File: src/common/host_regs_pkg.sv
package host_regs_pkg;

	// ------------------------------
	// register offsets in the window
	// ------------------------------
	typedef enum logic [7:0] {
		CTRL      = 8'h00, // max packet length
		EN        = 8'h01, // router and counter enables
		IEN       = 8'h02, // interrupt enables
		INT       = 8'h03, // interrupt status, w1c
		PAR_CNT   = 8'h04, // parity error count, ro
		LEN_CNT   = 8'h05, // oversized packet count, ro
		ILL_CNT   = 8'h06, // illegal address count, ro
		ADDR0_CNT = 8'h09, // packets to dest 0, ro
		ADDR1_CNT = 8'h0A, // packets to dest 1, ro
		ADDR2_CNT = 8'h0B, // packets to dest 2, ro
		CLR       = 8'h0C  // self clearing commands
	} reg_off_e;

	// ------------------------------
	// enable register fields
	// ------------------------------
	localparam int EN_ROUTER_BIT = 0; // whole router
	localparam int EN_PAR_BIT    = 1;
	localparam int EN_LEN_BIT    = 2;
	// bit 3 reserved, reads 0
	localparam int EN_ADDR0_BIT  = 4;
	localparam int EN_ADDR1_BIT  = 5;
	localparam int EN_ADDR2_BIT  = 6;
	localparam int EN_ILL_BIT    = 7;

	// interrupt enable and status share positions
	localparam int INT_PAR_BIT = 0;
	localparam int INT_LEN_BIT = 1;
	localparam int INT_ILL_BIT = 2;

	// clear register command bits
	localparam int CLR_SOFT_BIT      = 0; // all regs back to reset
	localparam int CLR_ERR_CNTS_BIT  = 1; // par, len, ill counters
	localparam int CLR_ADDR_CNTS_BIT = 2; // dest 0..2 counters
	localparam int CLR_INT_BIT       = 3; // ien and status

	localparam logic [7:0] RST_EN_REG = 8'h01; // only the router on

	localparam logic [1:0] DEST_ILLEGAL = 2'd3; // no port behind dest 3

endpackage

File: src/common/host_bus_pkg.sv
package host_bus_pkg;

	// ------------------------------
	// host bus direction
	// ------------------------------
	typedef enum logic {
		OP_READ  = 1'b0,
		OP_WRITE = 1'b1
	} host_op_e;

	// four phase handshake sequencing
	typedef enum logic [1:0] {
		IDLE     = 2'd0, // waiting for req, ack low
		ACK      = 2'd1, // first cycle with ack high
		WAIT_REL = 2'd2  // host still holds req
	} bus_state_e;

endpackage

File: src/design/host_access_ctl.sv
`timescale 1ns/100ps

module host_access_ctl #(
	parameter logic [15:0] BASE_ADDR = 16'h1000,
	parameter int          CNT_WIDTH = 8
) (
	input  logic                    clock,
	input  logic                    rst_addr_cnts_fld,
	input  logic                    req,
	input  host_bus_pkg::host_op_e  wr_rd,
	input  logic [15:0]             addr,
	input  logic [7:0]              ctl_rdata,
	input  logic                    ctl_hit,
	input  logic [CNT_WIDTH-1:0]    par_cnt,
	input  logic [CNT_WIDTH-1:0]    len_cnt,
	input  logic [CNT_WIDTH-1:0]    ill_cnt,
	input  logic [CNT_WIDTH-1:0]    addr0_cnt,
	input  logic [CNT_WIDTH-1:0]    addr1_cnt,
	input  logic [CNT_WIDTH-1:0]    addr2_cnt,
	output logic                    ack,
	output logic [7:0]              rdata,
	output logic                    reg_wr,
	output host_regs_pkg::reg_off_e reg_off
);

	// last address of the window, one bit wider so the top can't wrap
	localparam logic [16:0] WIN_END = {1'b0, BASE_ADDR} + 17'h000FF;

	host_bus_pkg::bus_state_e state;
	logic        in_window;
	logic [15:0] addr_rel;  // address relative to the base
	logic        accept;    // req seen in IDLE, this edge completes the access
	logic [7:0]  rd_mux;

	// ------------------------------
	// window decode
	// ------------------------------
	assign in_window = (addr >= BASE_ADDR) && ({1'b0, addr} <= WIN_END);
	assign addr_rel  = addr - BASE_ADDR;
	assign reg_off   = host_regs_pkg::reg_off_e'(addr_rel[7:0]);

	assign accept = (state == host_bus_pkg::IDLE) && req;
	assign reg_wr = accept && in_window && (wr_rd == host_bus_pkg::OP_WRITE); // lands this edge

	// read data combine, zero for writes and misses
	always_comb begin
		rd_mux = 8'h00;
		if (in_window && (wr_rd == host_bus_pkg::OP_READ)) begin
			if (ctl_hit) begin
				rd_mux = ctl_rdata;
			end else begin
				case (reg_off)
					host_regs_pkg::PAR_CNT:   rd_mux = 8'(par_cnt); // zero extend
					host_regs_pkg::LEN_CNT:   rd_mux = 8'(len_cnt);
					host_regs_pkg::ILL_CNT:   rd_mux = 8'(ill_cnt);
					host_regs_pkg::ADDR0_CNT: rd_mux = 8'(addr0_cnt);
					host_regs_pkg::ADDR1_CNT: rd_mux = 8'(addr1_cnt);
					host_regs_pkg::ADDR2_CNT: rd_mux = 8'(addr2_cnt);
					default:                  rd_mux = 8'h00; // unmapped
				endcase
			end
		end
	end

	// ------------------------------
	// handshake fsm
	// ------------------------------
	always_ff @(posedge clock) begin
		if (rst_addr_cnts_fld) begin
			state <= host_bus_pkg::IDLE;
			ack   <= 1'b0;
			rdata <= 8'h00;
		end else begin
			case (state)
				host_bus_pkg::IDLE: begin
					if (accept) begin
						state <= host_bus_pkg::ACK;
						ack   <= 1'b1;
						rdata <= rd_mux; // valid together with ack
					end
				end
				host_bus_pkg::ACK: begin
					if (req) begin
						state <= host_bus_pkg::WAIT_REL; // host holding, rdata frozen
					end else begin
						state <= host_bus_pkg::IDLE;
						ack   <= 1'b0;
						rdata <= 8'h00;
					end
				end
				host_bus_pkg::WAIT_REL: begin
					if (!req) begin
						state <= host_bus_pkg::IDLE;
						ack   <= 1'b0;
						rdata <= 8'h00;
					end
				end
				default: begin
					state <= host_bus_pkg::IDLE;
					ack   <= 1'b0;
				end
			endcase
		end
	end

	// ack only ever answers a request seen on the previous edge
	a_ack_needs_req: assert property (@(posedge clock) disable iff (rst_addr_cnts_fld)
		$rose(ack) |-> $past(req));

	// held req must not produce a second write
	a_wr_one_cycle: assert property (@(posedge clock) disable iff (rst_addr_cnts_fld)
		reg_wr |=> !reg_wr);

endmodule

File: src/ctl_regs/ctl_regs.sv
`timescale 1ns/100ps

module ctl_regs #(
	parameter logic [5:0] RST_MAX_PKT = 6'h3F
) (
	input  logic                    clock,
	input  logic                    rst_addr_cnts_fld,
	input  logic                    reg_wr,
	input  host_regs_pkg::reg_off_e reg_off,
	input  logic [7:0]              wdata,
	input  logic                    parity_err,
	input  logic                    len_err,
	input  logic                    pkt_done,
	input  logic [1:0]              pkt_dest,
	output logic [7:0]              ctl_rdata,
	output logic                    ctl_hit,
	output logic [7:0]              en_reg,
	output logic [5:0]              max_pkt_len,
	output logic                    router_en,
	output logic                    irq,
	output logic                    clr_err_cnts,
	output logic                    clr_addr_cnts
);

	localparam int         EN_RSVD_BIT  = 3;
	localparam logic [7:0] EN_RSVD_MASK = 8'h01 << EN_RSVD_BIT;

	logic [2:0] ien_reg;
	logic [2:0] int_reg;   // sticky status
	logic [3:0] clr_reg;   // lives one cycle after the write
	logic [2:0] int_set;
	logic [2:0] int_w1c;
	logic       clr_soft_bit;
	logic       clr_err_cnts_bit;
	logic       clr_addr_cnts_bit;
	logic       clr_int_bit;

	assign clr_soft_bit      = clr_reg[host_regs_pkg::CLR_SOFT_BIT];
	assign clr_err_cnts_bit  = clr_reg[host_regs_pkg::CLR_ERR_CNTS_BIT];
	assign clr_addr_cnts_bit = clr_reg[host_regs_pkg::CLR_ADDR_CNTS_BIT];
	assign clr_int_bit       = clr_reg[host_regs_pkg::CLR_INT_BIT];

	// soft clear takes the counters back to zero as well
	assign clr_err_cnts  = clr_err_cnts_bit | clr_soft_bit;
	assign clr_addr_cnts = clr_addr_cnts_bit | clr_soft_bit;

	assign router_en = en_reg[host_regs_pkg::EN_ROUTER_BIT];

	// ------------------------------
	// interrupt sources
	// ------------------------------
	always_comb begin
		int_set = 3'b000;
		int_set[host_regs_pkg::INT_PAR_BIT] = parity_err & ien_reg[host_regs_pkg::INT_PAR_BIT];
		int_set[host_regs_pkg::INT_LEN_BIT] = len_err & ien_reg[host_regs_pkg::INT_LEN_BIT];
		int_set[host_regs_pkg::INT_ILL_BIT] = pkt_done && (pkt_dest == host_regs_pkg::DEST_ILLEGAL)
			&& ien_reg[host_regs_pkg::INT_ILL_BIT];
	end

	// write 1 to clear mask, only on a status write
	assign int_w1c = (reg_wr && (reg_off == host_regs_pkg::INT)) ? wdata[2:0] : 3'b000;

	// ------------------------------
	// register file
	// ------------------------------
	always_ff @(posedge clock) begin
		if (rst_addr_cnts_fld || clr_soft_bit) begin
			max_pkt_len <= RST_MAX_PKT;
			en_reg      <= host_regs_pkg::RST_EN_REG;
			ien_reg     <= 3'b000;
			int_reg     <= 3'b000;
			clr_reg     <= 4'h0;
		end else begin
			clr_reg <= 4'h0; // default, command bits self clear
			if (clr_int_bit) begin
				ien_reg <= 3'b000;
				int_reg <= 3'b000;
			end else begin
				int_reg <= (int_reg & ~int_w1c) | int_set; // set beats clear
			end
			if (reg_wr) begin
				case (reg_off)
					host_regs_pkg::CTRL: max_pkt_len <= wdata[5:0];
					host_regs_pkg::EN:   en_reg      <= wdata & ~EN_RSVD_MASK; // bit 3 stays 0
					host_regs_pkg::IEN: begin
						if (!clr_int_bit) begin
							ien_reg <= wdata[2:0];
						end
					end
					host_regs_pkg::CLR:  clr_reg     <= wdata[3:0];
					default: ; // status handled above, counters ro
				endcase
			end
		end
	end

	// irq one cycle behind the status bits
	always_ff @(posedge clock) begin
		if (rst_addr_cnts_fld) begin
			irq <= 1'b0;
		end else begin
			irq <= |int_reg;
		end
	end

	// ------------------------------
	// read side, decoded here only
	// ------------------------------
	always_comb begin
		ctl_hit   = 1'b1;
		ctl_rdata = 8'h00;
		case (reg_off)
			host_regs_pkg::CTRL: ctl_rdata = {2'b00, max_pkt_len};
			host_regs_pkg::EN:   ctl_rdata = en_reg;
			host_regs_pkg::IEN:  ctl_rdata = {5'b00000, ien_reg};
			host_regs_pkg::INT:  ctl_rdata = {5'b00000, int_reg};
			host_regs_pkg::CLR:  ctl_rdata = {4'h0, clr_reg};
			default:             ctl_hit   = 1'b0; // counters or unmapped
		endcase
	end

	// reserved enable bit can't be set by any write, reset or soft clear
	a_en_rsvd_zero: assert property (@(posedge clock) disable iff (rst_addr_cnts_fld)
		!en_reg[EN_RSVD_BIT]);

endmodule

File: src/design/event_counters.sv
`timescale 1ns/100ps

module event_counters #(
	parameter int CNT_WIDTH = 8
) (
	input  logic                 clock,
	input  logic                 rst_addr_cnts_fld,
	input  logic [7:0]           en_reg,
	input  logic                 clr_err_cnts,
	input  logic                 clr_addr_cnts,
	input  logic                 parity_err,
	input  logic                 len_err,
	input  logic                 pkt_done,
	input  logic [1:0]           pkt_dest,
	output logic [CNT_WIDTH-1:0] par_cnt,
	output logic [CNT_WIDTH-1:0] len_cnt,
	output logic [CNT_WIDTH-1:0] ill_cnt,
	output logic [CNT_WIDTH-1:0] addr0_cnt,
	output logic [CNT_WIDTH-1:0] addr1_cnt,
	output logic [CNT_WIDTH-1:0] addr2_cnt
);

	// slot order, error group first then address group
	localparam int N_CNT = 6;

	logic [N_CNT-1:0]     inc;        // gated event per counter
	logic [N_CNT-1:0]     clr;
	logic [CNT_WIDTH-1:0] cnt [N_CNT];
	logic                 gate;       // router enable

	assign gate = en_reg[host_regs_pkg::EN_ROUTER_BIT];

	// ------------------------------
	// event sort and gating
	// ------------------------------
	assign inc[0] = gate & parity_err & en_reg[host_regs_pkg::EN_PAR_BIT];
	assign inc[1] = gate & len_err & en_reg[host_regs_pkg::EN_LEN_BIT];
	assign inc[2] = gate & pkt_done & (pkt_dest == host_regs_pkg::DEST_ILLEGAL)
		& en_reg[host_regs_pkg::EN_ILL_BIT];
	assign inc[3] = gate & pkt_done & (pkt_dest == 2'd0) & en_reg[host_regs_pkg::EN_ADDR0_BIT];
	assign inc[4] = gate & pkt_done & (pkt_dest == 2'd1) & en_reg[host_regs_pkg::EN_ADDR1_BIT];
	assign inc[5] = gate & pkt_done & (pkt_dest == 2'd2) & en_reg[host_regs_pkg::EN_ADDR2_BIT];

	assign clr = {{3{clr_addr_cnts}}, {3{clr_err_cnts}}};

	// ------------------------------
	// saturating counters
	// ------------------------------
	for (genvar i = 0; i < N_CNT; i++) begin : g_cnt
		always_ff @(posedge clock) begin
			if (rst_addr_cnts_fld || clr[i]) begin // clear beats increment
				cnt[i] <= '0;
			end else if (inc[i] && (cnt[i] != '1)) begin
				cnt[i] <= cnt[i] + 1'b1;
			end
		end

		// stuck at max until its group clear
		a_no_wrap: assert property (@(posedge clock) disable iff (rst_addr_cnts_fld)
			((cnt[i] == '1) && !clr[i]) |=> (cnt[i] != '0));
	end

	assign par_cnt   = cnt[0];
	assign len_cnt   = cnt[1];
	assign ill_cnt   = cnt[2];
	assign addr0_cnt = cnt[3];
	assign addr1_cnt = cnt[4];
	assign addr2_cnt = cnt[5];

endmodule

File: src/design/host_ctl_top.sv
`timescale 1ns/100ps

module host_ctl_top #(
	parameter logic [15:0] BASE_ADDR   = 16'h1000, // start of the 256 byte window
	parameter logic [5:0]  RST_MAX_PKT = 6'h3F,
	parameter int          CNT_WIDTH   = 8         // 1 to 8
) (
	input  logic                   clock,
	input  logic                   rst_addr_cnts_fld,
	// host bus
	input  logic                   req,
	input  host_bus_pkg::host_op_e wr_rd,
	input  logic [15:0]            addr,
	input  logic [7:0]             wdata,
	output logic                   ack,
	output logic [7:0]             rdata,
	// router events
	input  logic                   pkt_done,
	input  logic [1:0]             pkt_dest,
	input  logic                   parity_err,
	input  logic                   len_err,
	// to the router
	output logic [5:0]             max_pkt_len,
	output logic                   router_en,
	output logic                   irq
);

	// ------------------------------
	// internal nets
	// ------------------------------
	logic                     reg_wr;  // one cycle write strobe
	host_regs_pkg::reg_off_e  reg_off;
	logic [7:0]               ctl_rdata;
	logic                     ctl_hit; // offset owned by ctl_regs
	logic [7:0]               en_reg;
	logic                     clr_err_cnts;
	logic                     clr_addr_cnts;
	logic [CNT_WIDTH-1:0]     par_cnt;
	logic [CNT_WIDTH-1:0]     len_cnt;
	logic [CNT_WIDTH-1:0]     ill_cnt;
	logic [CNT_WIDTH-1:0]     addr0_cnt;
	logic [CNT_WIDTH-1:0]     addr1_cnt;
	logic [CNT_WIDTH-1:0]     addr2_cnt;

	host_access_ctl #(
		.BASE_ADDR (BASE_ADDR),
		.CNT_WIDTH (CNT_WIDTH)
	) host_access_ctl_inst (
		.clock             (clock),
		.rst_addr_cnts_fld (rst_addr_cnts_fld),
		.req               (req),
		.wr_rd             (wr_rd),
		.addr              (addr),
		.ctl_rdata         (ctl_rdata),
		.ctl_hit           (ctl_hit),
		.par_cnt           (par_cnt),
		.len_cnt           (len_cnt),
		.ill_cnt           (ill_cnt),
		.addr0_cnt         (addr0_cnt),
		.addr1_cnt         (addr1_cnt),
		.addr2_cnt         (addr2_cnt),
		.ack               (ack),
		.rdata             (rdata),
		.reg_wr            (reg_wr),
		.reg_off           (reg_off)
	);

	ctl_regs #(
		.RST_MAX_PKT (RST_MAX_PKT)
	) ctl_regs_inst (
		.clock             (clock),
		.rst_addr_cnts_fld (rst_addr_cnts_fld),
		.reg_wr            (reg_wr),
		.reg_off           (reg_off),
		.wdata             (wdata),    // straight from the host pins
		.parity_err        (parity_err),
		.len_err           (len_err),
		.pkt_done          (pkt_done),
		.pkt_dest          (pkt_dest),
		.ctl_rdata         (ctl_rdata),
		.ctl_hit           (ctl_hit),
		.en_reg            (en_reg),
		.max_pkt_len       (max_pkt_len),
		.router_en         (router_en),
		.irq               (irq),
		.clr_err_cnts      (clr_err_cnts),
		.clr_addr_cnts     (clr_addr_cnts)
	);

	event_counters #(
		.CNT_WIDTH (CNT_WIDTH)
	) event_counters_inst (
		.clock             (clock),
		.rst_addr_cnts_fld (rst_addr_cnts_fld),
		.en_reg            (en_reg),
		.clr_err_cnts      (clr_err_cnts),
		.clr_addr_cnts     (clr_addr_cnts),
		.parity_err        (parity_err),
		.len_err           (len_err),
		.pkt_done          (pkt_done),
		.pkt_dest          (pkt_dest),
		.par_cnt           (par_cnt),
		.len_cnt           (len_cnt),
		.ill_cnt           (ill_cnt),
		.addr0_cnt         (addr0_cnt),
		.addr1_cnt         (addr1_cnt),
		.addr2_cnt         (addr2_cnt)
	);

endmodule

File: config.mk
export PLATFORM = sky130hd
export DESIGN_NAME = host_ctl_top
export DESIGN_NICKNAME = d
export VERILOG_FILES = /design/src/common/host_regs_pkg.sv /design/src/common/host_bus_pkg.sv /design/src/design/host_access_ctl.sv /design/src/ctl_regs/ctl_regs.sv /design/src/design/event_counters.sv /design/src/design/host_ctl_top.sv
export SDC_FILE = /design/constraint.sdc
export NUM_CORES = 1
export LEC_CHECK = 0
export BUFFER_PORTS_ARGS = -buffer_cell sky130_fd_sc_hd__buf_2
export CAP_MARGIN = 20
export CORE_ASPECT_RATIO = 1.5
export CORE_UTILIZATION = 50
export CTS_BUF_LIST = sky130_fd_sc_hd__clkbuf_4
export DETAILED_ROUTE_END_ITERATION = 10
export HOLD_SLACK_MARGIN = 0.12
export PLACE_DENSITY = 0.7
export SLEW_MARGIN = 20
export SYNTH_ARGS = -nofsm -noshare
export SYNTH_HDL_FRONTEND = slang
export SYNTH_SLANG_ARGS = --single-unit
File: constraint.sdc
create_clock -name clock -period 3.4 [get_ports clock]
set_input_delay 0.34 -clock clock [delete_from_list [all_inputs] [get_ports clock]]
set_output_delay 0.34 -clock clock [all_outputs]
set_load 0.02 [all_outputs]
==> impl_metrics.tcl <==
set metrics [dict create \
    r2r_setup_slack_ps 1240 \
    fin_cells 650 \
    grt_pass1_vias 3872 \
    cap_violations 0 \
    run_status "completed" \
    worst_pin_slew_ps 970.5 \
    drc 0 \
    ys_ff_latch 83 \
    ant_nets 0 \
    grt.overflow.total 0 \
    r2r_cells 4 \
    dp_cells 633 \
    port-buffer-count 49 \
    finalMaxSlewViolations 0 \
    cp-start-kind "register" \
    htreeDepth 3 \
    syn_area_per_cell_um2 9.548 \
    path_cells "or2_2 > nor2_2 > or4b_2 > nor2_1" \
    gr-usage-all-layers 0.2648 \
    antenna_found_initial 0 \
    hold_viol_final 0 \
    ios 50 \
    drive_gt1_frac 0.1611 \
    setup_viol 0 \
    clk_latency_ps 450 \
    synth_edf_count 48 \
    yosys-top-cells-area "edfxtp_1 31%, dfxtp_1 15%, nor2_1 6.5%" \
    hold_class "in -> reg" \
    drt_wl_total_mm 12.26 \
    largest_register_ff_count 48 \
    final_util 0.5803 \
    fin_crit_sh 0.6361 \
    finClkSkew_ps 12.17 \
    holdPathStages 2 \
    synth_area_um2 4688 \
    cts_tree "done" \
    pre_cts_slack_ps 1057 \
    coreArea_um2 8986 \
    synthArstFlopShare 0 \
    layout_setup_ws_ps 1237 \
    vias_per_cell 6.231 \
    cpMaxStageDelayCell "or4b_2" \
    routedWlPerCell_um 18.86 \
    finalSetupTns_ps 0 \
    synth-main-ff-cell "edfxtp_1" \
    die_h_um 120.6 \
    dp.final_hpwl_mm 9.251 \
    clock.fmax_mhz 462.4 \
    maxSlewHeadroom 0.3491 \
    path_clk_slew_ps 130 \
    clock_sinks 83 \
    cts_resized 0 \
    row_count 42 \
    post-cts-setup-buffer-count 0 \
    synthCells 491 \
    worst-path-max-fanout 22 \
    ir_worst_vdd_v 0.0002778 \
    slowest_delay_ps 740 \
    cts.path.max_buffers 2 \
    die_w_um 81.07 \
    clockRootBuffer "clkbuf_4" \
    yosysWarnings 0 \
    ys_types 66 \
    yosys.area.top_type "edfxtp_1" \
    p_per_area_nw_per_um2 392.6 \
    drtPass1Iterations 5 \
    gp_congestion 0.9219 \
    vias 4050 \
    cts_made_buffers 9 \
    final_nets 577 \
    initial_core_util 0.5217 \
    grt_pass1_wl_mm 19.23 \
    hold_path_end "ctl_regs_inst.int_reg[0]$_SDFF_PP0_" \
    r2r-end "event_counters_inst.cnt[1][6]$_SDFFCE_PN0P_" \
    area_growth_pct 11.24 \
    synth_top_area_share 0.3074 \
    crit_type "reg -> reg" \
    cp.required_ps 3710 \
    drtIter0Drc 284 \
    grt_setup_unrepaired "false" \
    fin_crit_ps 2163 \
    hold_start "wdata[0]" \
    grt_max_degree 30 \
    p_leak_nw 1.923 \
    syn_nets 533 \
    worst-endpoint-arrival_ps 2480 \
    p_total_mw 2.047 \
    seq_area_frac_synth 0.4569 \
    timing.rr.start "ctl_regs_inst.clr_reg[0]$_SDFF_PP0_" \
    diodes 0 \
    die_area_um2 9776 \
    critPathCaptureType "register" \
]
==> synthesized netlist by cell type (4+ instances only) <==
master	n
a22o_1	5
nand3_1	28
xor2_1	19
nand3b_1	5
nor2b_1	6
dfxtp_1	35
o31ai_1	7
o21ai_1	5
mux2i_1	15
and3_1	12
xnor2_1	17
nor3_1	11
clkbuf_1	15
nand4_1	17
nor2_1	81
edfxtp_1	48
o21ai_0	13
inv_1	11
ha_1	9
a21oi_1	21
nand2_1	29
nor3b_1	4
buf_1	5
and2_1	8
==> metal layers <==
layer | global-route usage | vias up | routed length [um]
li1 | - | 1915 | -
met1 | 0.3031 | 1907 | 4936
met2 | 0.4391 | 177 | 5900
met3 | 0.05434 | 51 | 689
met4 | 0.1685 | 0 | 735
met5 | 0 | - | 0
==> critical path: cells and delay by family (launching register included) <==
family	cells	cell delay, ps
and+or+nand+nor	4	1690
DFF	1	340
==> power breakdown <==
part / internal (mW) / switching (mW) / total (mW)
Clock: 0.382 / 0.356 / 0.737
Sequential: 1.08 / 0.0320 / 1.11
Combinational: 0.0746 / 0.120 / 0.195
Total: 1.54 / 0.508 / 2.05
==> through the flow <==
step                      hold WS (ps)  cell area [um2]
after global placement           444.6             5017
after detailed placement         441.9             5017
final                            140.4             5215
after CTS                        122.5             5205
after global routing             125.0             5215
after floorplan                  409.1             4688
==> area by class of cell <==
cell class | count | area [um2]
clock inverters | 6 | 112.6
repair buffers | 55 | 292.8
inverters | 11 | 41.29
flip-flops and latches | 83 | 2142
clock buffers | 10 | 75.07
multi-input cells | 375 | 2414
well taps | 110 | 137.6
fillers | 795 | 3771
==> cell families after synthesis <==
logic type	Yosys count	share of synthesized area
AOI/OAI and AO/OA	85	0.1265
and+or+nand+nor	226	0.2506
muxes	19	0.04644
buffers and inverters	33	0.02829
adders and majority gates	9	0.02402
xor gates and xnor gates	36	0.06725
DFF	83	0.4569
==> placed cells by master, fill, tap and decap left out, types with 11 or more instances in the layout <==
cell,count
nor2_1,81
buf_2,49
edfxtp_1,48
dfxtp_1,35
nand2_1,29
nand3_1,28
a21oi_1,21
xor2_1,19
nand4_1,17
xnor2_1,17
mux2i_1,15
o21ai_0,13
and3_1,12
inv_1,11
nor3_1,11
==> worst max-delay path by stage <==
stage	from	endpoint	slack, ps	cells after the start
finish	ctl_regs_inst.clr_reg[0]$_SDFF_PP0_	event_counters_inst.cnt[1][6]$_SDFFCE_PN0P_	1240	4
CTS	ctl_regs_inst.clr_reg[0]$_SDFF_PP0_	event_counters_inst.cnt[1][6]$_SDFFCE_PN0P_	1210	4
global placement	rst_addr_cnts_fld	event_counters_inst.cnt[1][5]$_SDFFCE_PN0P_	1160	5
global route	host_access_ctl_inst.state[0]$_SDFFE_PP0P_	ctl_regs_inst.max_pkt_len[2]$_SDFFE_PP1P_	1040	6
detailed placement	rst_addr_cnts_fld	event_counters_inst.cnt[1][6]$_SDFFCE_PN0P_	1060	5
floorplan	event_counters_inst.cnt[2][8]$_SDFFCE_PN0P_	event_counters_inst.cnt[2][10]$_SDFFCE_PN0P_	980	5
==> what timing repair did <==
item                                    4_1_cts  5_1_grt
hold endpoints to repair                      0        1
hold buffers                                  0        1
endpoints found under the setup margin        0        0
No activity file was read; power rests on OpenSTA's default activity.
